--- src/dcache_tag_pkg.sv ---
// Shared address, operation and request/response types for the data cache tag pipeline
`default_nettype none

package dcache_tag_pkg;

    // ##################################################################
    // Address
    // ##################################################################

    localparam int ADDR_W = 32;                 // Core byte address width

    typedef logic [ADDR_W-1:0] addr_t;          // Byte address

    // ##################################################################
    // Request and response
    // ##################################################################

    // Operation carried with each request
    typedef enum logic [1:0] {
        op_lookup    = 2'd0,                    // Probe only
        op_fill      = 2'd1,                    // Probe, allocate on miss
        op_clear_set = 2'd2                     // Invalidate every way of the set
    } dtag_op_e;

    // Request as presented at the top and carried down the pipe
    typedef struct packed {
        dtag_op_e op;
        addr_t    addr;
    } dtag_req_t;

    // Registered result of stage 2, way travels beside it one-hot
    typedef struct packed {
        logic  hit;                             // Tag matched a valid way
        logic  filled;                          // Miss allocated a new line
        addr_t addr;                            // Echo of request address
    } dtag_resp_t;

endpackage

`default_nettype wire

--- src/dtag_check_stage.sv ---
// Stage 2 of the tag pipeline, resolves hit with fill forwarding, allocates and registers result
`default_nettype none

module dtag_check_stage import dcache_tag_pkg::*; #(
    parameter int WAYS     = 4,
    parameter int LINES    = 64,
    parameter int OFFSET_W = 5
) (
    input  logic            clk,
    input  logic            rst,

    input  logic            s2_valid,
    input  dtag_req_t       s2_req,
    input  logic [WAYS-1:0] tag_hit_way,        // Raw bank compare
    input  logic [WAYS-1:0] victim_way,

    output logic            update,             // Allocation write this cycle
    output logic [WAYS-1:0] update_way,
    output logic            allocate,           // Advance victim pointer

    output logic            resp_valid,
    output dtag_resp_t      resp,
    output logic [WAYS-1:0] resp_way
);

    localparam int LINE_W = $clog2(LINES);
    localparam int TAG_W  = ADDR_W - LINE_W - OFFSET_W;

    typedef logic [LINE_W-1:0] line_t;
    typedef logic [TAG_W-1:0]  tag_t;

    line_t           s2_line;
    tag_t            s2_tag;
    line_t           fill_line;                 // Previous cycle's fill
    tag_t            fill_tag;
    logic [WAYS-1:0] fill_way;
    logic            fill_valid;
    logic            same_set;
    logic            same_line;
    logic            is_fill;
    logic            is_clear;
    logic            hit;
    logic [WAYS-1:0] bank_way;
    logic [WAYS-1:0] hit_way;

    assign s2_line  = s2_req.addr[OFFSET_W +: LINE_W];
    assign s2_tag   = s2_req.addr[ADDR_W-1 -: TAG_W];
    assign is_fill  = (s2_req.op == op_fill);
    assign is_clear = (s2_req.op == op_clear_set);

    // ##################################################################
    // Hit resolution
    // ##################################################################

    // Banks were read before the last fill landed, patch that way
    assign same_set  = fill_valid & (fill_line == s2_line);
    assign same_line = same_set & (fill_tag == s2_tag);
    assign bank_way  = same_set ? (tag_hit_way & ~fill_way) : tag_hit_way;  // Evicted line
    assign hit_way   = is_clear ? '0 : (same_line ? fill_way : bank_way);
    assign hit       = |hit_way;

    assign update     = s2_valid & is_fill & ~hit;
    assign update_way = victim_way;
    assign allocate   = update;

    // Forwarding record
    always_ff @(posedge clk) begin
        if (rst)
            fill_valid <= 1'b0;
        else
            fill_valid <= update;
    end

    always_ff @(posedge clk) begin
        if (update) begin
            fill_line <= s2_line;
            fill_tag  <= s2_tag;
            fill_way  <= victim_way;
        end
    end

    // ##################################################################
    // Response
    // ##################################################################

    always_ff @(posedge clk) begin
        if (rst)
            resp_valid <= 1'b0;
        else
            resp_valid <= s2_valid;
    end

    always_ff @(posedge clk) begin
        resp.hit    <= hit;
        resp.filled <= update;
        resp.addr   <= s2_req.addr;
        resp_way    <= update ? victim_way : hit_way;  // Zero on plain miss
    end

    // Bank contents plus forwarding must never name two ways for one tag
    assert property (@(posedge clk) disable iff (rst) s2_valid |-> $onehot0(hit_way))
        else $error("dtag_check_stage: multiple ways hit %b", hit_way);

endmodule

`default_nettype wire

--- config.mk ---
export PLATFORM = sky130hd
export DESIGN_NAME = dtag_check_stage
export DESIGN_NICKNAME = d
export VERILOG_FILES = /design/src/dcache_tag_pkg.sv /design/src/dtag_check_stage.sv
export SDC_FILE = /design/constraint.sdc
export NUM_CORES = 1
export LEC_CHECK = 0
export BUFFER_PORTS_ARGS = -buffer_cell sky130_fd_sc_hd__buf_2
export CORE_MARGIN = 5
export CORE_UTILIZATION = 40
export CTS_BUF_LIST = sky130_fd_sc_hd__clkbuf_4
export CTS_CLUSTER_DIAMETER = 40
export DETAILED_ROUTE_END_ITERATION = 7
export GPL_TIMING_DRIVEN = 0
export PLACE_DENSITY = 0.78
export SYNTH_ARGS = -nofsm -noshare
export SYNTH_HDL_FRONTEND = slang
export SYNTH_SLANG_ARGS = --single-unit
--- constraint.sdc ---
create_clock -name clk -period 8 [get_ports clk]
set_input_delay 0.8 -clock clk [delete_from_list [all_inputs] [get_ports clk]]
set_output_delay 0.8 -clock clk [all_outputs]
set_load 0.1 [all_outputs]
==> results.toml <==
[global_routing]
grt_util_all_layers_pct = 13.3
antenna_found_initial = 0
overflow = 0
use_met1_pct = 16.6
grt_util_met2_pct = 19.7
gr-max-usage-layer = "met2"
grt_max_degree = 35
grt_pass1_wl_um = 7520
grt_pass1_vias = 1614
grtUsageMet3_pct = 5.01

[cts]
h-tree-depth = 3
cts_hold_buf = 0
root_buffer = "clkbuf_4"
clkLatencyLatePin_ns = 0.40
cts_made_buffers = 9
post_cts_buffers = 0
cts_sinks = 71
path_clk_slew_ns = 0.10
cts_tree = "built"
cts_resized = 0
clk_path_buf_depth = 2

[yosys]
yosysTopAreaCellShare_pct = 38.7
synth_area_um2 = 2400
yosys_register_bits = 71
ys_types = 31
syn_inst = 156
ys_seq_area_share_pct = 72.0
ys.warnings.count = 0
yosysTopAreaCell = "edfxtp_1"
synth_nets = 201
ys_top_cells_by_area = "edfxtp_1, dfxtp_1, xor2_1, xnor2_1, nor4_4"
avgSynthCellArea_um2 = 15.4

[route]
via_per_inst = 4.54
vias = 1527
drc = 0
first_pass_iters = 4
ant_nets = 0
wl_per_cell_um = 13.7
routed_wirelength_um = 4610
drt_first_iter_violations = 80

[placed_design]
port_buffers = 89
place.gp.congestion = 0.825
dp_hpwl_um = 3440

[layout]
diodes = 0
layout.nets = 301
nFillCells = 522
syn_to_final_growth_pct = 29.4
drive_gt1_share_pct = 47.1

[floorplanning]
io_pins = 90
initial_core_util_pct = 40.8
die_area_um2 = 7660
rows = 28
core-area_um2 = 5890
die_h_um = 87.5
dieWidth_um = 87.5

[power_and_ir_drop]
power_density_nw_per_um2 = 251
p_leak_nw = 1.33
peakVddDrop_uv = 118
power_uw = 780

[outcome]
status = "completed"

[critical_path]
required_ns = 7.20
start_kind = "input port"
cp_max_fo = 34
cp_data_arrival_time_ns = 3.87
end_kind = "output port"
worstSetupPathType = "input port to output port"

[timing]
finClkSkew_ns = 0.0106
final-setup-viol-count = 0
max_freq_mhz = 214
tightest_slew_ns = 0.965
post-route-min-period_ns = 4.67
drv_slew = 0
setup_tns_ns = 0
relSlewSlack_pct = 35.5
finalHoldViolCount = 0
grt_setup_unrepaired = "no"
fin_crit_sh_pct = 58.3

[min_path]
hold_path.class = "input port to flip-flop"

[flow_run]
max-cap-violations = 0
-- metrics by stage --
| stage | util (%) | area (um^2) | hold slack [ns] | setup slack, ns | instances |
|---|---|---|---|---|---|
| floorplan | - | 2400 | 0.606 | 1.87 | 156 |
| global route | 52.8 | 3110 | 0.459 | 3.10 | 336 |
| detailed placement | 50.1 | 2950 | 0.653 | 3.30 | 320 |
| global placement | 50.0 | 2940 | 0.655 | 1.99 | 320 |
| finish | 52.8 | 3110 | 0.496 | 3.33 | 336 |
| CTS | 52.8 | 3110 | 0.469 | 3.29 | 336 |
-- kinds of logic after synthesis --
logic type	count (synthesis)	share of synthesized area, %
simple gates	26	8.49
flops	71	72.0
buf+inv	14	2.97
compound gates	14	5.00
xor+xnor	27	9.84
mux	4	1.67
-- final timing paths --
| path | start | to | slack [ns] | depth (start not counted) |
|---|---|---|---|---|
| worst min-delay path | s2_req[2] | resp[2] | 0.50 | 1 |
| worst min register to register | fill_way[2] | resp_way[2] | 0.68 | 2 |
| worst max register to register | fill_line[5] | fill_tag[10] | 4.94 | 6 |
| worst max-delay path | s2_req[10] | update | 3.33 | 9 |
-- worst max-delay path: stages --
cell	delay, ns
buf_2	0.12
xnor2_1	0.19
nand4_2	0.24
or4_4	0.63
nor4_4	0.28
o21ai_2	0.17
nor2_4	0.76
buf_4	0.23
buf_2	0.42
-- state kept, by name, summed over array words and instances (netlist names) --
signal,flops
fill_line,6
fill_tag,21
fill_valid,1
fill_way,4
resp,34
resp_valid,1
resp_way,4
-- cell usage after synthesis, drive strengths merged --
library cell,number
and2,1
o32ai,2
inv,8
nand2b,1
buf,5
a311o,2
xnor2,12
xor2,15
a211oi,2
nor2,2
o21ai,1
nand4,3
o31a,4
dfxtp,40
nor4,8
nor3,3
nand3,1
edfxtp,31
clkbuf,1
or4,1
nor2b,1
and4,1
o22ai,3
and2b,1
nand2,3
mux2i,4
-- report_power, final --
group          internal (mW)  switching, mW  leakage (nW)
Clock                  0.137          0.117        0.0913
Sequential             0.390        0.00302         0.616
Combinational         0.0253          0.108         0.622
-- layout make-up --
| cell class | count | area (um^2) | share of cell area [%] |
|---|---|---|---|
| Multi-Input combinational cell | 71 | 608 | 19.5 |
| Tap cell | 75 | 93.8 | 3.02 |
| Sequential cell | 71 | 1730 | 55.7 |
| Clock inverter | 4 | 70.1 | 2.25 |
| Inverter | 8 | 30.0 | 0.965 |
| Buffer | 6 | 41.3 | 1.33 |
| Timing Repair Buffer | 89 | 445 | 14.3 |
| Clock buffer | 12 | 90.1 | 2.90 |
-- metal layers --
metal / up-vias / part of all wire, %
met3: 7 / 8.8
met1: 696 / 44
met5: - / 0
li1: 761 / -
met4: 0 / 1.7
met2: 63 / 45
-- cells in the final DEF (no fill, tap or decap), types with 2 or more instances in the layout --
| cell type | synthesis | routed |
|---|---|---|
| a211oi_1 | 2 | 2 |
| xor2_1 | 15 | 15 |
| o31a_2 | 4 | 4 |
| mux2i_1 | 4 | 4 |
| buf_2 | 0 | 89 |
| a311o_1 | 2 | 2 |
| nor4_4 | 2 | 2 |
| edfxtp_1 | 31 | 31 |
| nand2_1 | 2 | 2 |
| inv_1 | 8 | 8 |
| clkbuf_4 | 0 | 12 |
| bufinv_16 | 0 | 2 |
| nor3_1 | 2 | 2 |
| clkinv_2 | 0 | 2 |
| xnor2_1 | 12 | 12 |
| dfxtp_1 | 40 | 40 |
| buf_4 | 5 | 5 |
| nand4_1 | 2 | 2 |
| o32ai_1 | 2 | 2 |
| nor4_1 | 5 | 5 |
| o22ai_1 | 3 | 3 |
(Power assumes the default switching activity.)
