### src/victim_select.sv
// Round-robin victim pointer for allocation, one-hot over the ways
`default_nettype none

module victim_select #(
    parameter int WAYS = 4
) (
    input  logic            clk,
    input  logic            rst,
    input  logic            allocate,           // Pulse per line allocated
    output logic [WAYS-1:0] victim_way
);

    logic [WAYS-1:0] ptr_next;

    // Rotate left, top way wraps to way 0
    assign ptr_next = (victim_way << 1) | (victim_way >> (WAYS - 1));

    always_ff @(posedge clk) begin
        if (rst)
            victim_way <= WAYS'(1);             // Start at way 0
        else if (allocate)
            victim_way <= ptr_next;
    end

    // Exactly one candidate way at all times
    assert property (@(posedge clk) disable iff (rst) $onehot(victim_way))
        else $error("victim_select: pointer not one-hot %b", victim_way);

endmodule

`default_nettype wire

### config.mk
export PLATFORM = sky130hd
export DESIGN_NAME = victim_select
export DESIGN_NICKNAME = d
export VERILOG_FILES = /design/src/victim_select.sv
export SDC_FILE = /design/constraint.sdc
export NUM_CORES = 1
export LEC_CHECK = 0
export BUFFER_PORTS_ARGS = -buffer_cell sky130_fd_sc_hd__buf_2
export CORE_AREA = 2 2 39 41
export DETAILED_ROUTE_END_ITERATION = 10
export DIE_AREA = 0 0 41 43
export PLACE_DENSITY = 0.3
export SYNTH_ARGS = -nofsm -noshare
export SYNTH_HDL_FRONTEND = slang
export SYNTH_SLANG_ARGS = --single-unit
### constraint.sdc
create_clock -name clk -period 2.1 [get_ports clk]
set_clock_uncertainty 0.15 [all_clocks]
set_input_delay 0.105 -clock clk [delete_from_list [all_inputs] [get_ports clk]]
set_output_delay 0.105 -clock clk [all_outputs]
set_load 0.01 [all_outputs]
==> results of run 1 <==
[routing by layer]
layer | wire (um) | vias to the layer above | track usage [%]
met5 | 0 | - | 0
met3 | 56 | 0 | 7.85
met4 | 0 | 0 | 2.00
met2 | 80 | 9 | 5.00
li1 | - | 62 | -
met1 | 153 | 52 | 5.48
[critical path, delay by kind of cell]
kind | cells | cell delay [ns]
AOI/OAI and AO/OA | 1 | 0.26
buffers and inverters | 2 | 0.67
[stage by stage]
step           std cells  setup WS (ns)  cell area, sq um
3_5_place_dp          34           1.17               189
4_1_cts               38           1.03               221
2_1_floorplan         13           1.15               144
5_1_grt               38           1.01               221
3_3_place_gp          34           1.19               189
6_report              38           1.03               221
[report_power, final]
| group | switching [W] | internal (W) | leakage, nW | total, W |
|---|---|---|---|---|
| clock network | 0.0000279 | 0.0000637 | 0.0138 | 0.0000916 |
| registers | 0.00000304 | 0.0000807 | 0.0330 | 0.0000837 |
| logic | 0.00000879 | 0.0000101 | 0.0619 | 0.0000189 |
| total | 0.0000398 | 0.000154 | 0.109 | 0.000194 |
[cell type report]
class / instances / area (sq um) / area share [%]
repair buffers: 7 / 40.0 / 18.1
flip-flops and latches: 4 / 80.1 / 36.2
multi-input cells: 8 / 58.8 / 26.6
well taps: 16 / 20.0 / 9.04
clock buffers: 3 / 22.5 / 10.2
[cell usage in the layout, fill, tap and decap left out]
cell type / synthesis / final
nor2_1: 3 / 3
nor2b_2: 1 / 1
buf_2: 0 / 6
mux2i_1: 3 / 3
dlygate4sd3_1: 0 / 1
a211o_1: 1 / 1
dfxtp_1: 4 / 4
clkbuf_4: 0 / 3
[cells by family (layout without fill, tap and decap cells)]
kind of cell	count (synthesis)	in the layout	share of synthesized area [%]
flops	4	4	55.7
simple gates	4	4	13.9
mux	3	3	20.9
compound gates	1	1	6.09
buf+inv	1	10	3.47
[how the worst max path moves through the flow]
stage,startpoint,slack (ns),cells after the start,endpoint
5_1_grt,rst,1.01,3,victim_way[0]$_SDFFE_PP1P_
3_5_place_dp,victim_way[0]$_SDFFE_PP1P_,1.17,2,victim_way[0]$_SDFFE_PP1P_
3_3_place_gp,victim_way[0]$_SDFFE_PP1P_,1.19,2,victim_way[0]$_SDFFE_PP1P_
2_1_floorplan,victim_way[0]$_SDFFE_PP1P_,1.15,2,victim_way[0]$_SDFFE_PP1P_
4_1_cts,rst,1.03,3,victim_way[0]$_SDFFE_PP1P_
6_report,rst,1.03,3,victim_way[0]$_SDFFE_PP1P_
==> results.tsv, run 1 <==
metric	value	unit
Yosys top cell by area	dfxtp_1	
crit-path cells	dlygate4sd3_1 -> buf_2 -> a211o_1	
fillers	151	
Pleak	0.109	nW
hold path startpoint	allocate	
Slew Limit Fails	0	
Die Footprint	1760	sq um
Port-buffer cells	6	
reg-to-reg endpoint	victim_way[0]$_SDFFE_PP1P_	
share of the synthesized area in the top cell type	55.7	%
TritonCTS clock tree	yes	
final setup fails	0	
DR vias/cell	3.24	
crit end category	register	
most common cell in the netlist	dfxtp_1	
Hold Vio Cnt, Final	0	
top post-synthesis cells by area	dfxtp_1, mux2i_1, nor2_1, a211o_1, nor2b_2	
Final Net Count	27	
Max Clock Freq	0.936	GHz
Top FF cell, synth	dfxtp_1	
Post-synth ARST share	0	%
Max Buffers Root-to-Sink	2	
setup tns final	0	ns
Ports	7	
crit-path max cell delay	0.53	ns
top cells by count, synth	dfxtp_1, mux2i_1, nor2_1	
R2R Path Start	victim_way[0]$_SDFFE_PP1P_	
status	complete, no violations	
worst-path fanout max	4	
antenna-violating nets left	0	
Slew HR	91.4	%
post-synthesis sequential element count	4	
# Post-CTS Setup Buffers	0	
largest net degree at the start of global routing	6	
Arr. time, crit path	1.04	ns
Slew @ Worst Pin	0.126	ns
vias after detailed routing	123	
gr usage total	5.13	%
wire per inst	7.63	um
total CTS buffers	3	
starting density of the core	10.4	%
H-tree levels	1	
vias in the first global route	130	
GPL Wtd Cong	0.591	
drt pass-1 iters	1	
share of cells above drive strength 1	45.5	%
DRT iter0 DRCs	0	
Final period util	50.9	%
gr ovfl total	0	
Hold Crit Class	in2reg	
area grow syn2layout	53.9	%
Synth Net Count	16	
initial antenna violation count	0	
max reg flops	4	
hold-critical path depth	2	
first-pass GRT wire length	524	um
post-cts resize count	0	
CP max-delay cell	dlygate4sd3_1	
fin crit period	1.07	ns
core box area	1380	sq um
Min Hold Slack	0.0466	ns
maximum capacitance violations	0	
CTS root buf	clkbuf_4	
die span in y	43	um
Mapped Area	144	sq um
Clock Sinks	4	
kind of start point of the critical path	input port	
overall power	0.000194	W
pwr dens	877	nW/um^2
Ys Warns	0	
DRC viols	0	
clk slew on worst S/H paths	0.04	ns
# hold bufs at CTS	1	
Die Width	41	um
Crit Path Category	in2reg	
Avg Inst Size Synth	11.1	sq um
Max VDD drop	261	uV
Worst Path Required	2.07	ns
Rows	14	
Synth cell types	6	
worst reg2reg path depth	2	
R2R Setup Slk	1.16	ns
register area share after synthesis	55.7	%
Finished Core Util	16.0	%
instance count of the mapped netlist	13	
WHS Endpoint	victim_way[0]$_SDFFE_PP1P_	
final wirelength	290	um
RSZ-0062 raised after global routing	no	
Diodes inserted	0	
Reg with most FFs	victim_way	
Largest regs	victim_way: 4 flops	
number of flops mapped to enable cells by yosys	0	
Clock Latency Late Sink	0.23	ns
(Power assumes the default switching activity.)
==> run 2, diff against run 1 <==
==> constraint.sdc (replaced) <==
create_clock -name clk -period 1 [get_ports clk]
set_clock_uncertainty 0.15 [all_clocks]
set_input_delay 0.05 -clock clk [delete_from_list [all_inputs] [get_ports clk]]
set_output_delay 0.05 -clock clk [all_outputs]
set_load 0.01 [all_outputs]
==> results.tsv, run 2 (synthesis results as in run 1) <==
metric	value	unit
crit-path cells	nor2b_2 -> a211o_1	
DRC viols	0	
starting density of the core	10.4	%
Final period util	93.1	%
Clock Sinks	4	
failing checks	negative hold slack	
Hold Vio Cnt, Final	4	
total CTS buffers	3	
M1 WL	148	um
initial antenna violation count	0	
crit-path max cell delay	0.31	ns
multi-input logic area	58.8	sq um
Crit Path Category	reg2reg	
status	finished with violations	
fillers	157	
post-cts resize count	0	
Ports	7	
CTS root buf	clkbuf_4	
Min Hold Slack	-0.119	ns
routed wl met2	88	um
hold-critical path depth	2	
first-pass GRT wire length	531	um
fin crit period	0.931	ns
worst-path fanout max	3	
gr usage total	5.23	%
Pleak	0.104	nW
largest net degree at the start of global routing	6	
CP max-delay cell	dfxtp_1	
commonest non-fill, non-tap cell in the layout	buf_2	
Diodes inserted	0	
Arr. time, crit path	0.90	ns
gr ovfl total	0	
share of cells above drive strength 1	47.6	%
Largest regs	victim_way: 4 flops	
Hold Crit Class	in2reg	
Final Net Count	26	
area grow syn2layout	47.0	%
Slew @ Worst Pin	0.122	ns
crit end category	register	
setup tns final	0	ns
kind of start point of the critical path	register	
core box area	1380	sq um
Clock Latency Late Sink	0.23	ns
max reg flops	4	
Die Width	41	um
vias in the first global route	132	
wire per inst	7.92	um
post-route setup slack	0.0691	ns
TritonCTS clock tree	yes	
DRT iter0 DRCs	3	
vias after detailed routing	128	
pwr dens	1910	nW/um^2
worst reg2reg path depth	2	
maximum capacitance violations	0	
register area	80.1	sq um
Reg with most FFs	victim_way	
DR vias/cell	3.46	
DP Worst Slack	0.0745	ns
Slew Limit Fails	0	
final setup fails	0	
# Post-CTS Setup Buffers	0	
drt pass-1 iters	4	
Port-buffer cells	6	
Rows	14	
Max Clock Freq	1.07	GHz
antenna-violating nets left	0	
RSZ-0062 raised after global routing	no	
most frequent cells in the layout	buf_2, dfxtp_1, mux2i_1, nor2_1, clkbuf_4	
Die Footprint	1760	sq um
clk slew on worst S/H paths	0.03	ns
Worst Path Required	0.97	ns
GPL Wtd Cong	0.591	
DR top layer	met3	
die span in y	43	um
Slew HR	91.6	%
Max Buffers Root-to-Sink	2	
final wirelength	293	um
Max VDD drop	494	uV
H-tree levels	1	
met3 WL post-DR	56	um
==> run 2: changes by cell type in the layout (fill, tap and decap cells not counted) <==
cell | previous run | this run
dlygate4sd3_1 | 1 | 0
==> run 2: worst max-delay path, delay by kind of cell, from the launching register on <==
kind | cells | cell delay [ns]
DFF | 1 | 0.31
and+or+nand+nor | 1 | 0.14
AOI/OAI and AO/OA | 1 | 0.22
==> run 2: area by class of cell <==
type                       instances  area share [%]
tap                               16            9.47
multi-input combinational          8            27.8
sequential                         4            37.9
timing repair buffer               6            14.2
clock buffer                       3            10.7
==> run 2: report_power, final <==
group	internal, W	switching (W)	total [W]
Sequential	0.000170	0.00000619	0.000176
Clock	0.000134	0.0000574	0.000191
Combinational	0.0000186	0.0000180	0.0000366
Total	0.000322	0.0000816	0.000403
==> run 2: final timing paths <==
kind,startpoint,to,slack [ns]
worst max-delay path,victim_way[0]$_SDFFE_PP1P_,victim_way[0]$_SDFFE_PP1P_,0.07
worst min-delay path,rst,victim_way[1]$_SDFFE_PP0P_,-0.12
worst max register to register,victim_way[0]$_SDFFE_PP1P_,victim_way[0]$_SDFFE_PP1P_,0.07
worst min register to register,victim_way[3]$_SDFFE_PP0P_,victim_way[0]$_SDFFE_PP1P_,0.35
==> run 2: through the flow <==
stage	util, %	std cells	power [W]	hold WS, ns	instance area (sq um)
4_1_cts	15.3	37	0.000419	-0.135	211
3_3_place_gp	13.7	34	0.000213	0.115	189
3_5_place_dp	13.7	34	0.000215	0.115	189
5_1_grt	15.3	37	0.000430	-0.121	211
6_report	15.3	37	0.000403	-0.119	211
2_1_floorplan	-	13	0.000200	-0.0276	144
==> run 2: routing by layer <==
layer	up-vias	GRT usage, %
met5	-	0
met4	0	4.00
met3	0	6.28
met2	9	5.31
met1	58	5.48
li1	61	-
==> run 3, diff against run 2 <==
--- a/config.mk
+++ b/config.mk
@@ -5,6 +5,7 @@
 export SDC_FILE = /design/constraint.sdc
 export NUM_CORES = 1
 export LEC_CHECK = 0
+export ABC_AREA = 1
 export BUFFER_PORTS_ARGS = -buffer_cell sky130_fd_sc_hd__buf_2
 export CORE_AREA = 2 2 39 41
 export DETAILED_ROUTE_END_ITERATION = 10
==> results.tsv, run 3 <==
metric	value	unit
status	complete, no violations	
Yosys top cell by area	dfxtp_1	
gr ovfl total	0	
starting density of the core	12.1	%
CP max-delay cell	dfxtp_1	
drt pass-1 iters	2	
Die Footprint	1760	sq um
TritonCTS clock tree	yes	
most frequent cells in the layout	nand2_1, nor2_1, buf_2, inv_1, dfxtp_1	
post-synthesis sequential element count	4	
crit-path cells	buf_2	
Arr. time, crit path	0.72	ns
Mapped Area	168	sq um
fin crit period	0.918	ns
hold path startpoint	victim_way[0]$_SDFFE_PP1P_	
commonest non-fill, non-tap cell in the layout	nand2_1	
Max Buffers Root-to-Sink	2	
RSZ-0062 raised after global routing	no	
reg-to-reg endpoint	victim_way[2]$_SDFFE_PP0P_	
Final period util	91.8	%
top cells by count, synth	nand2_1, nor2_1, inv_1	
Slew Limit Fails	0	
Synth cell types	6	
Die Width	41	um
vias in the first global route	164	
Synth Net Count	28	
Ports	7	
instance count of the mapped netlist	25	
core box area	1380	sq um
Hold Vio Cnt, Final	0	
wire per inst	6.80	um
kind of start point of the critical path	register	
largest net degree at the start of global routing	9	
critical path's top delay family	flip-flops	
multi-input logic area	57.6	sq um
DRC viols	0	
Worst Path Required	0.80	ns
vias after detailed routing	173	
R2R Path Start	victim_way[1]$_SDFFE_PP0P_	
pwr dens	1780	nW/um^2
Top FF cell, synth	dfxtp_1	
Reg with most FFs	victim_way	
number of flops mapped to enable cells by yosys	0	
share of cells above drive strength 1	28.6	%
R2R Setup Slk	0.23	ns
Pleak	0.139	nW
Final Net Count	40	
crit-path max cell delay	0.34	ns
crit end category	output pin	
share of the synthesized area in the top cell type	47.8	%
Avg Inst Size Synth	6.71	sq um
Slew HR	93.8	%
Max Clock Freq	1.09	GHz
Rows	14	
GPL Wtd Cong	0.644	
top post-synthesis cells by area	dfxtp_1, nand2_1, nor2_1, inv_1, buf_6	
fillers	169	
H-tree levels	1	
Detailed Place HPWL	260	um
Diodes inserted	0	
most common cell in the netlist	nand2_1	
Hold Crit Class	reg2reg	
first-pass GRT wire length	669	um
setup tns final	0	ns
max reg flops	4	
clk slew on worst S/H paths	0.04	ns
antenna-violating nets left	0	
final setup fails	0	
initial antenna violation count	0	
Crit Path Category	reg2out	
Clock Latency Late Sink	0.24	ns
gr usage total	6.43	%
Finished Core Util	18.2	%
maximum capacitance violations	0	
DRT iter0 DRCs	4	
Post-synth ARST share	0	%
Largest regs	victim_way: 4 flops	
Ys Warns	0	
CTS root buf	clkbuf_4	
worst reg2reg path depth	4	
Slew @ Worst Pin	0.0933	ns
final wirelength	347	um
register area share after synthesis	47.8	%
die span in y	43	um
Clock Sinks	4	
# Post-CTS Setup Buffers	0	
worst-path fanout max	3	
WHS Endpoint	victim_way[0]$_SDFFE_PP1P_	
register area	80.1	sq um
hold-critical path depth	2	
area grow syn2layout	50.0	%
Max VDD drop	473	uV
total CTS buffers	3	
DR vias/cell	3.39	
worst path bufs/invs	1	
Port-buffer cells	6	
==> run 3: repair_timing <==
item | CTS | global route
endpoints found under the hold margin | 4 | 0
hold buffers | 2 | 0
resized for setup | 0 | 3
endpoints found under the setup margin | 0 | 2
==> run 3: power by group <==
part	internal (W)	switching, W	leakage [nW]
clock network	0.000135	0.0000763	0.0138
registers	0.000172	0.00000726	0.0333
logic	0.0000271	0.0000295	0.0921
==> run 3: worst max-delay path by stage <==
stage / startpoint / end / slack (ns) / cells after the start
6_report: victim_way[1]$_SDFFE_PP0P_ / victim_way[1] / 0.08 / 1
3_3_place_gp: victim_way[1]$_SDFFE_PP0P_ / victim_way[2]$_SDFFE_PP0P_ / 0.24 / 4
4_1_cts: victim_way[1]$_SDFFE_PP0P_ / victim_way[1] / 0.07 / 1
3_5_place_dp: victim_way[1]$_SDFFE_PP0P_ / victim_way[2]$_SDFFE_PP0P_ / 0.23 / 4
5_1_grt: allocate / victim_way[3]$_SDFFE_PP0P_ / 0.01 / 5
2_1_floorplan: victim_way[2]$_SDFFE_PP0P_ / victim_way[3]$_SDFFE_PP0P_ / 0.22 / 4
==> run 3: through the flow <==
stage                     worst slack, ns  hold WS (ns)  power, W  cells  area [sq um]
after CTS                          0.0661         0.328  0.000454     51           249
final                              0.0820         0.318  0.000447     51           251
after global placement              0.245         0.153  0.000232     46           206
after global routing               0.0108         0.357  0.000483     51           251
after floorplan                     0.222        0.0427  0.000216     25           168
after detailed placement            0.232         0.156  0.000232     46           206
==> run 3: final cells by class <==
cell class              instances  area share, %
inverters                       5           7.46
clock buffers                   3           8.96
well taps                      16           7.96
repair buffers                  8           20.9
flip-flops and latches          4           31.8
multi-input cells              15           22.9
==> run 3: cell families (layout without fill, tap and decap cells) <==
kind of cell           count (synthesis)  count (layout)  synth area share [%]
and+or+nand+nor                       15              15                  34.3
buffers and inverters                  6              16                  17.9
DFF                                    4               4                  47.8
==> run 3: per-layer routing <==
layer	track usage [%]	vias up	part of all wire, %
met3	3.14	0	8.6
met1	7.10	77	42
met4	10.0	0	0
li1	-	91	-
met2	6.56	5	49
met5	0	-	0
