--- src/dcache_tag_pkg.sv ---
// Shared address, operation and request/response types for the data cache tag pipeline
`default_nettype none

package dcache_tag_pkg;

    // ##################################################################
    // Address
    // ##################################################################

    localparam int ADDR_W = 32;                 // Core byte address width

    typedef logic [ADDR_W-1:0] addr_t;          // Byte address

    // ##################################################################
    // Request and response
    // ##################################################################

    // Operation carried with each request
    typedef enum logic [1:0] {
        op_lookup    = 2'd0,                    // Probe only
        op_fill      = 2'd1,                    // Probe, allocate on miss
        op_clear_set = 2'd2                     // Invalidate every way of the set
    } dtag_op_e;

    // Request as presented at the top and carried down the pipe
    typedef struct packed {
        dtag_op_e op;
        addr_t    addr;
    } dtag_req_t;

    // Registered result of stage 2, way travels beside it one-hot
    typedef struct packed {
        logic  hit;                             // Tag matched a valid way
        logic  filled;                          // Miss allocated a new line
        addr_t addr;                            // Echo of request address
    } dtag_resp_t;

endpackage

`default_nettype wire

--- src/dtag_issue_stage.sv ---
// Stage 1 of the tag pipeline, registers requests and drives the bank read and set clear
`default_nettype none

module dtag_issue_stage import dcache_tag_pkg::*; #(
    parameter int OFFSET_W = 5
) (
    input  logic      clk,
    input  logic      rst,

    input  logic      req_valid,                // One-cycle strobe
    input  dtag_req_t req,

    // Port A controls for the banks
    output addr_t     stage1_addr,
    output logic      stage1_adv,
    output logic      stage1_inv,

    // Stage-2 record
    output logic      s2_valid,
    output dtag_req_t s2_req
);

    dtag_req_t s1_req;
    logic      s1_valid;

    // Valid bits step down the pipe every cycle, no stall
    always_ff @(posedge clk) begin
        if (rst) begin
            s1_valid <= 1'b0;
            s2_valid <= 1'b0;
        end else begin
            s1_valid <= req_valid;
            s2_valid <= s1_valid;
        end
    end

    // Payload only loads with a live request
    always_ff @(posedge clk) begin
        if (req_valid)
            s1_req <= req;
        if (s1_valid)
            s2_req <= s1_req;                   // Full address kept for the response
    end

    // ##################################################################
    // Bank port A
    // ##################################################################

    assign stage1_adv  = s1_valid;              // Read on every request
    assign stage1_inv  = s1_valid & (s1_req.op == op_clear_set);
    assign stage1_addr = {s1_req.addr[ADDR_W-1:OFFSET_W], {OFFSET_W{1'b0}}};  // Line aligned

endmodule

`default_nettype wire

--- config.mk ---
export PLATFORM = sky130hd
export DESIGN_NAME = dtag_issue_stage
export DESIGN_NICKNAME = d
export VERILOG_FILES = /design/src/dcache_tag_pkg.sv /design/src/dtag_issue_stage.sv
export SDC_FILE = /design/constraint.sdc
export NUM_CORES = 1
export LEC_CHECK = 0
export BUFFER_PORTS_ARGS = -buffer_cell sky130_fd_sc_hd__buf_2
export CAP_MARGIN = 20
export CORE_MARGIN = 2
export CORE_UTILIZATION = 41
export DETAILED_ROUTE_END_ITERATION = 8
export PLACE_DENSITY_LB_ADDON = 0.05
export SLEW_MARGIN = 20
export SYNTH_ARGS = -nofsm -noshare
export SYNTH_HDL_FRONTEND = slang
export SYNTH_SLANG_ARGS = --single-unit
export TNS_END_PERCENT = 50
--- constraint.sdc ---
create_clock -name clk -period 1.3 [get_ports clk]
set_input_delay 0.065 -clock clk [delete_from_list [all_inputs] [get_ports clk]]
set_output_delay 0.065 -clock clk [all_outputs]
set_load 0.01 [all_outputs]
==> results of run 1 <==
-- synthesized netlist by cell type --
| cell | number | area (sq um) |
|---|---|---|
| conb_1 | 1 | 3.75 |
| dfxtp_1 | 2 | 40.0 |
| edfxtp_1 | 68 | 2040 |
| and3b_1 | 1 | 8.76 |
| nor2b_1 | 2 | 12.5 |
| buf_4 | 32 | 240 |
-- path summary, 6_finish.rpt --
path,startpoint,to,slack (ps),cells past startpoint
worst max-delay path,stage1_adv,stage1_inv,90,3
worst min-delay path,req_valid,stage1_addr[9],230,2
worst max register to register,stage1_adv,s2_req[30],360,1
worst min register to register,s1_req[3],s2_req[3],420,0
-- registers in the layout, indices dropped and copies added (netlist names) --
signal	flops
s2_req	34
stage1_addr	27
s1_req	7
s2_valid	1
stage1_adv	1
-- cell type report --
cell class	count	area [sq um]	share of cell area (%)
clock buffer	9	124	3.79
clock inverter	6	53.8	1.64
multi-input combinational	8	40.0	1.22
sequential	70	2080	63.7
tap	72	90.1	2.75
timing repair buffer	139	881	26.9
-- cell families (layout without fill, tap and decap cells) --
family / Yosys count / after routing / share of synthesized area, %
flip-flops: 70 / 70 / 88.7
buffers and inverters: 32 / 154 / 10.2
AND/OR/NAND/NOR: 3 / 3 / 0.906
other: 1 / 5 / 0.160
-- report_power, final --
| part | total, mW | leakage, nW | internal, mW | switching, mW |
|---|---|---|---|---|
| Sequential | 2.73 | 0.669 | 2.67 | 0.0538 |
| Clock | 1.58 | 0.0961 | 0.855 | 0.727 |
| Combinational | 0.419 | 0.591 | 0.210 | 0.208 |
-- through the flow --
step / util, % / power, mW / area, sq um / hold WS, ps
finish: 59.4 / 4.73 / 3270 / 225
global route: 59.4 / 4.91 / 3270 / 224
CTS: 59.4 / 4.77 / 3270 / 213
detailed placement: 49.8 / 3.12 / 2740 / 243
global placement: 49.8 / 3.11 / 2740 / 242
floorplan: - / 2.98 / 2360 / 129
-- layer usage --
layer	up-vias	GRT usage, %	part of all wire (%)	routed length, microns
met5	-	0	0	0
met2	63	21.9	51	2060
met4	0	7.76	1.2	49
met1	567	14.6	39	1560
li1	596	-	-	-
met3	5	5.20	8.9	359
==> impl_metrics.toml, run 1 <==
[finish]
fillerInstances = 423
mostFrequentLayoutCells = "buf_2 (100), edfxtp_1 (68), dlygate4sd3_1 (35)"
final_common_cell = "buf_2"
nNetsFinal = 265
final_cell_count_without_fillers = 304
n_antenna_cell = 0
layout_cells_sized_above_1_pct = 51.3
areaGrowthSynthToFinish_pct = 39.4

[power_and_ir_drop]
power.ir.vdd_worst_v = 0.000873
p_leak_nw = 1.36
power.density_mw_per_mm2 = 1440

[global_route]
first_global_vias = 1259
grt_start_max_net_pins = 24
grtUsageTotal_pct = 13.3
number_of_antenna_violations_at_the_first_check_in_global_routing = 0
wire_length_of_the_first_global_routing_pass_microns = 6010
global_route.overflow_total = 0

[clock_tree]
numClockSinks = 70
insertion_delay_ps = 320
postCtsSetupRepairBufs = 0
clock_path_buffers = 2
post_cts_hold_buffer_count = 35
clock_transition_at_path_regs_ps = 70
tritoncts = "yes"
number_of_cts_inserted_buffers = 9
h_tree_lvls = 3
post_cts.resized_instances = 0
ctsRootBufferMaster = "clkbuf_8"

[worst_hold_path]
timing.hold.worst.class = "in -> reg"

[sta]
worst_slack_ps = 93.5
setup-violations-final = 0
report.final.slew_viol_count = 0
rsz0062_at_grt = "false"
fin_skew_ps = 7.26
maxClockFrequency_mhz = 829
period_minus_slack_ps = 1210
layout_worst_path_cycle_share_pct = 92.8
fin_tns_setup_ps = 0
hold_viol_final = 0

[drt]
wire_per_inst_microns = 13.3
drt-initial-drc-count = 41
drc_violations_left = 0
antenna_violating_nets_left = 0
detailroute.via_count = 1231
firstDrtPassIters = 4
via_count_normalized_by_instance_count = 4.05
drt_wl_total_microns = 4030

[placement]
placedCellCount = 254
port-buffer-count = 100
place_worst_setup_slack_ps = 355
dp_hpwl_microns = 2640
place.gp.congestion = 0.642

[worst_setup_path]
critical_path.n_buffers_inverters = 2
cp_max_fo = 14
setup.worst_path.end_class = "output pin"
critical-path-slowest-cell = "dfxtp_2"
worstPathArrival_ps = 1140
critPathMaxStageDelay_ps = 320
critical-path-top-delay-family = "flip-flops"
critical_path_required_ps = 1240
worstSetupStartpointType = "register"
timing.setup.critical_path_class = "reg -> out"
worstPathCellList = "buf_4 -> and3b_1 -> buf_2"

[yosys]
synth.cell_area_sq_mm = 0.00235
synth_cell_types = 6
synthesis.instances = 106
total_of_warnings_raised_by_yosys = 0
syn-mean-instance-area_sq_um = 22.1
ys_seq_elements = 70
synth-seq-area-share_pct = 88.7

[run]
timing.max_cap.violations = 0

[floorplan]
die_h_microns = 79.7
initial_core_util_pct = 42.6
std_cell_core_area_sq_mm = 0.00551
die_width_microns = 79.7
dieArea_sq_mm = 0.00635
core.rowCount = 27
num_io_pins = 106

[status]
outcome = "complete, no violations"
Power figures use the tool's default switching activity.
==> run 2, diff against run 1 <==
--- a/config.mk
+++ b/config.mk
@@ -8,7 +8,7 @@
 export BUFFER_PORTS_ARGS = -buffer_cell sky130_fd_sc_hd__buf_2
 export CAP_MARGIN = 20
 export CORE_MARGIN = 2
-export CORE_UTILIZATION = 41
+export CORE_UTILIZATION = 45
 export DETAILED_ROUTE_END_ITERATION = 8
 export PLACE_DENSITY_LB_ADDON = 0.05
 export SLEW_MARGIN = 20
==> constraint.sdc (replaced) <==
create_clock -name clk -period 1.54 [get_ports clk]
set_input_delay 0.077 -clock clk [delete_from_list [all_inputs] [get_ports clk]]
set_output_delay 0.077 -clock clk [all_outputs]
set_load 0.01 [all_outputs]
==> impl_metrics.toml, run 2 (synthesis results as in run 1) <==
[drt]
drc_violations_left = 0
top_layer = "met4"
drt_wl_total_microns = 3950
drt-initial-drc-count = 51
firstDrtPassIters = 4
wl_met1_microns = 1520
detailroute.wirelength.met2_microns = 2050
wire_per_inst_microns = 13.1
via_count_normalized_by_instance_count = 4.12
met3WireLength_microns = 329
antenna_violating_nets_left = 0
detailroute.via_count = 1245

[finish]
layout_cells_sized_above_1_pct = 50.4
areaGrowthSynthToFinish_pct = 40.1
largest_register_ff_count = 34
final_common_cell = "buf_2"
nNetsFinal = 264
mostFrequentLayoutCells = "buf_2 (100), edfxtp_1 (68), dlygate4sd3_1 (35)"
n_antenna_cell = 0
biggest_register = "s2_req"
fillerInstances = 381
final_cell_count_without_fillers = 302
final_design_utilization_pct = 64.8

[worst_hold_path]
timing.hold.worst.class = "in -> reg"
worst_hold_startpoint = "req_valid"
hold_path_end = "stage1_addr[26]"
hold_path_depth = 2

[placement]
port-buffer-count = 100
placedCellCount = 251
dp_hpwl_microns = 2430
place.gp.congestion = 0.624

[sta]
layout_worst_path_cycle_share_pct = 86.5
setup-violations-final = 0
report.final.slew_viol_count = 0
maxClockFrequency_mhz = 750
hold_viol_final = 0
period_minus_slack_ps = 1330
fin_tns_setup_ps = 0
fin_skew_ps = 6.76
rsz0062_at_grt = "false"

[worst_setup_path]
critical-path-slowest-cell = "dfxtp_2"
cp_max_fo = 10
worstPathCellList = "buf_4 -> and3b_1 -> buf_2"
r2r_slack_ps = 610
critPathMaxStageDelay_ps = 420
worst_r2r_startpoint = "stage1_adv"
critical-path-top-delay-family = "flip-flops"
setup.worst_path.end_class = "output pin"
timing.setup.critical_path_class = "reg -> out"
critical_path.n_buffers_inverters = 2
worst_r2r_endpoint = "s2_req[4]"
critical_path_required_ps = 1460
worstPathArrival_ps = 1260
reg2reg_depth = 1
worstSetupStartpointType = "register"

[floorplan]
dieArea_sq_mm = 0.00581
core.rowCount = 26
std_cell_core_area_sq_mm = 0.00507
num_io_pins = 106
die_width_microns = 76.2
die_h_microns = 76.2
initial_core_util_pct = 46.3

[power_and_ir_drop]
pwr-share-comb_pct = 8.9
p_sw_share_pct = 20.9
cellInternalPower_mw = 3.17
power.ir.vdd_worst_v = 0.000745
p_leak_nw = 1.36
p_sw_mw = 0.835
clockPowerShare_pct = 33.6
total_power_mw = 4.00
power.density_mw_per_mm2 = 1220
pwr-share-seq_pct = 57.5

[clock_tree]
post_cts.resized_instances = 0
post_cts_hold_buffer_count = 35
ctsRootBufferMaster = "clkbuf_8"
h_tree_lvls = 3
numClockSinks = 70
clock_path_buffers = 2
number_of_cts_inserted_buffers = 9
tritoncts = "yes"
insertion_delay_ps = 330
postCtsSetupRepairBufs = 0
clock_transition_at_path_regs_ps = 70

[run]
timing.max_cap.violations = 0

[status]
outcome = "complete, no violations"

[global_route]
grtUsageTotal_pct = 14.7
global_route.overflow_total = 0
wire_length_of_the_first_global_routing_pass_microns = 6310
number_of_antenna_violations_at_the_first_check_in_global_routing = 0
grt_start_max_net_pins = 36
first_global_vias = 1298
==> run 2: cell count changes in the layout (fill, tap and decap cells not counted), sizes merged <==
cell | previous run | this run
buf | 104 | 103
clkbuf | 9 | 10
==> run 2: layout make-up <==
class / count / area (sq um) / area share [%]
flip-flops and latches: 70 / 2080 / 63.3
repair buffers: 138 / 898 / 27.3
clock buffers: 10 / 128 / 3.88
well taps: 70 / 87.6 / 2.66
clock inverters: 6 / 52.6 / 1.60
multi-input cells: 8 / 40.0 / 1.22
==> run 2: per-stage QoR <==
| stage | setup slack [ps] | hold WS (ps) | cell area (sq um) |
|---|---|---|---|
| after CTS | 181 | 213 | 3290 |
| after global routing | 122 | 218 | 3290 |
| final | 207 | 221 | 3290 |
| after global placement | 571 | 253 | 2760 |
| after detailed placement | 548 | 255 | 2760 |
| after floorplan | 36.4 | 149 | 2360 |
==> run 2: worst max-delay path by stage <==
stage	startpoint	endpoint	slack, ps	cells after the start
finish	stage1_adv	stage1_inv	210	3
global route	stage1_adv	stage1_inv	120	3
CTS	stage1_adv	stage1_inv	180	3
detailed placement	stage1_adv	stage1_inv	550	3
global placement	stage1_adv	stage1_inv	570	3
floorplan	stage1_adv	stage1_inv	40	1
==> run 2: power by group through the flow <==
stage | registers [mW] | logic [mW] | clock network (mW)
floorplan | 2.39 | 0.124 | 0
global placement | 2.34 | 0.288 | 0
detailed placement | 2.34 | 0.292 | 0
CTS | 2.31 | 0.361 | 1.39
global route | 2.32 | 0.382 | 1.47
finish | 2.30 | 0.354 | 1.35
==> run 2: metal layers <==
layer  track usage (%)  vias to the layer above
met5                 0                        -
met4              8.18                        0
met3              6.52                        4
met2              24.3                       71
met1              15.9                      574
li1                  -                      596
==> run 3, diff against run 2 <==
--- a/config.mk
+++ b/config.mk
@@ -5,6 +5,7 @@
 export SDC_FILE = /design/constraint.sdc
 export NUM_CORES = 1
 export LEC_CHECK = 0
+export ABC_CLOCK_PERIOD_IN_PS = 1540
 export BUFFER_PORTS_ARGS = -buffer_cell sky130_fd_sc_hd__buf_2
 export CAP_MARGIN = 20
 export CORE_MARGIN = 2
==> constraint.sdc (replaced) <==
create_clock -name clk -period 1.54 [get_ports clk]
set_input_delay 0.231 -clock clk [delete_from_list [all_inputs] [get_ports clk]]
set_output_delay 0.231 -clock clk [all_outputs]
set_load 0.01 [all_outputs]
==> impl_metrics.toml, run 3 (synthesis results as in run 1) <==
[power_and_ir_drop]
p_leak_nw = 1.20
power.density_mw_per_mm2 = 1310
power.ir.vdd_worst_v = 0.000615

[finish]
areaGrowthSynthToFinish_pct = 24.0
final_design_utilization_pct = 57.4
layout_cells_sized_above_1_pct = 59.3
largest_register_ff_count = 34
fillerInstances = 431
biggest_register = "s2_req"
mostFrequentLayoutCells = "buf_2 (100), edfxtp_1 (68), clkbuf_8 (10)"
final_cell_count_without_fillers = 269
nNetsFinal = 231
final_common_cell = "buf_2"
n_antenna_cell = 0

[floorplan]
initial_core_util_pct = 46.3
dieArea_sq_mm = 0.00581
die_h_microns = 76.2
core.rowCount = 26
die_width_microns = 76.2
num_io_pins = 106
std_cell_core_area_sq_mm = 0.00507

[worst_setup_path]
worstSetupStartpointType = "register"
critical-path-top-delay-family = "flip-flops"
critical-path-slowest-cell = "dfxtp_2"
worst_r2r_endpoint = "s2_req[19]"
critPathMaxStageDelay_ps = 530
worstPathArrival_ps = 1190
critical_path_required_ps = 1310
setup.worst_path.end_class = "output pin"
critical_path.n_buffers_inverters = 1
worstSetupPathDepth = 2
reg2reg_depth = 1
cp_max_fo = 15
timing.setup.critical_path_class = "reg -> out"
r2r_slack_ps = 460
worst_r2r_startpoint = "stage1_adv"
worstPathCellList = "and3b_1 -> buf_2"

[sta]
setup-violations-final = 0
fin_tns_setup_ps = 0
fin_skew_ps = 6.41
rsz0062_at_grt = "false"
layout_worst_path_cycle_share_pct = 92.0
report.final.slew_viol_count = 0
worst_slack_ps = 123
maxClockFrequency_mhz = 706
hold_viol_final = 0
period_minus_slack_ps = 1420

[run]
timing.max_cap.violations = 0

[drt]
firstDrtPassIters = 4
detailroute.via_count = 1156
drt_wl_total_microns = 3760
via_count_normalized_by_instance_count = 4.30
drt-initial-drc-count = 73
antenna_violating_nets_left = 0
drc_violations_left = 0
wire_per_inst_microns = 14.0

[global_route]
first_global_vias = 1135
wire_length_of_the_first_global_routing_pass_microns = 5730
global_route.overflow_total = 0
grtUsageTotal_pct = 13.6
number_of_antenna_violations_at_the_first_check_in_global_routing = 0
grt_start_max_net_pins = 21

[clock_tree]
insertion_delay_ps = 330
postCtsSetupRepairBufs = 0
post_cts_hold_buffer_count = 0
post_cts.resized_instances = 0
clock_path_buffers = 2
numClockSinks = 70
clock_transition_at_path_regs_ps = 60
ctsRootBufferMaster = "clkbuf_8"
number_of_cts_inserted_buffers = 9
h_tree_lvls = 3
tritoncts = "yes"

[status]
outcome = "complete, no violations"

[placement]
place_worst_setup_slack_ps = 458
placedCellCount = 253
dp_hpwl_microns = 2630
port-buffer-count = 100
place.gp.congestion = 0.674

[worst_hold_path]
hold_path_end = "stage1_adv"
worst_hold_startpoint = "rst"
hold_path_depth = 2
timing.hold.worst.class = "in -> reg"
==> run 3: changes by cell type in the layout (fill, tap and decap cells not counted), moves of 2 or more <==
cell and change:
dlygate4sd3_1 -35, buf_4 +4, clkbuf_1 +3, buf_12 -2
clkinv_1 -2
==> run 3: layout make-up <==
cell class / count / area [sq um] / area share (%)
clock buffer: 14 / 153 / 5.24
clock inverter: 2 / 10.0 / 0.344
multi-input combinational: 8 / 40.0 / 1.38
sequential: 70 / 2080 / 71.6
tap: 70 / 87.6 / 3.01
timing repair buffer: 105 / 538 / 18.5
==> run 3: per-layer routing <==
metal  up-vias  global-route usage (%)  share of wire [%]
li1        529                       -                  -
met2        68                    18.8                 45
met5         -                       0                  0
met4         0                    10.4                3.0
met3        10                    5.81                8.5
met1       549                    17.0                 43
==> run 3: worst max-delay path by stage <==
stage | from | endpoint | slack [ps]
2_1_floorplan | stage1_adv | stage1_inv | 290
3_3_place_gp | stage1_adv | stage1_inv | 480
3_5_place_dp | stage1_adv | s2_req[22] | 460
4_1_cts | stage1_adv | stage1_inv | 90
5_1_grt | stage1_adv | stage1_inv | 20
6_report | stage1_adv | stage1_inv | 120
==> run 3: report_power, final <==
group          internal [mW]  switching (mW)  total [mW]
clock                  0.626           0.614        1.24
sequential              2.26          0.0545        2.31
combinational          0.121           0.155       0.276
==> run 3: through the flow <==
stage	hold slack [ps]	total power, mW	instance area [sq um]
floorplan	295	2.51	2360
global placement	404	2.63	2750
detailed placement	407	2.63	2750
CTS	45.9	3.88	2910
global route	40.8	4.00	2910
finish	61.2	3.83	2910
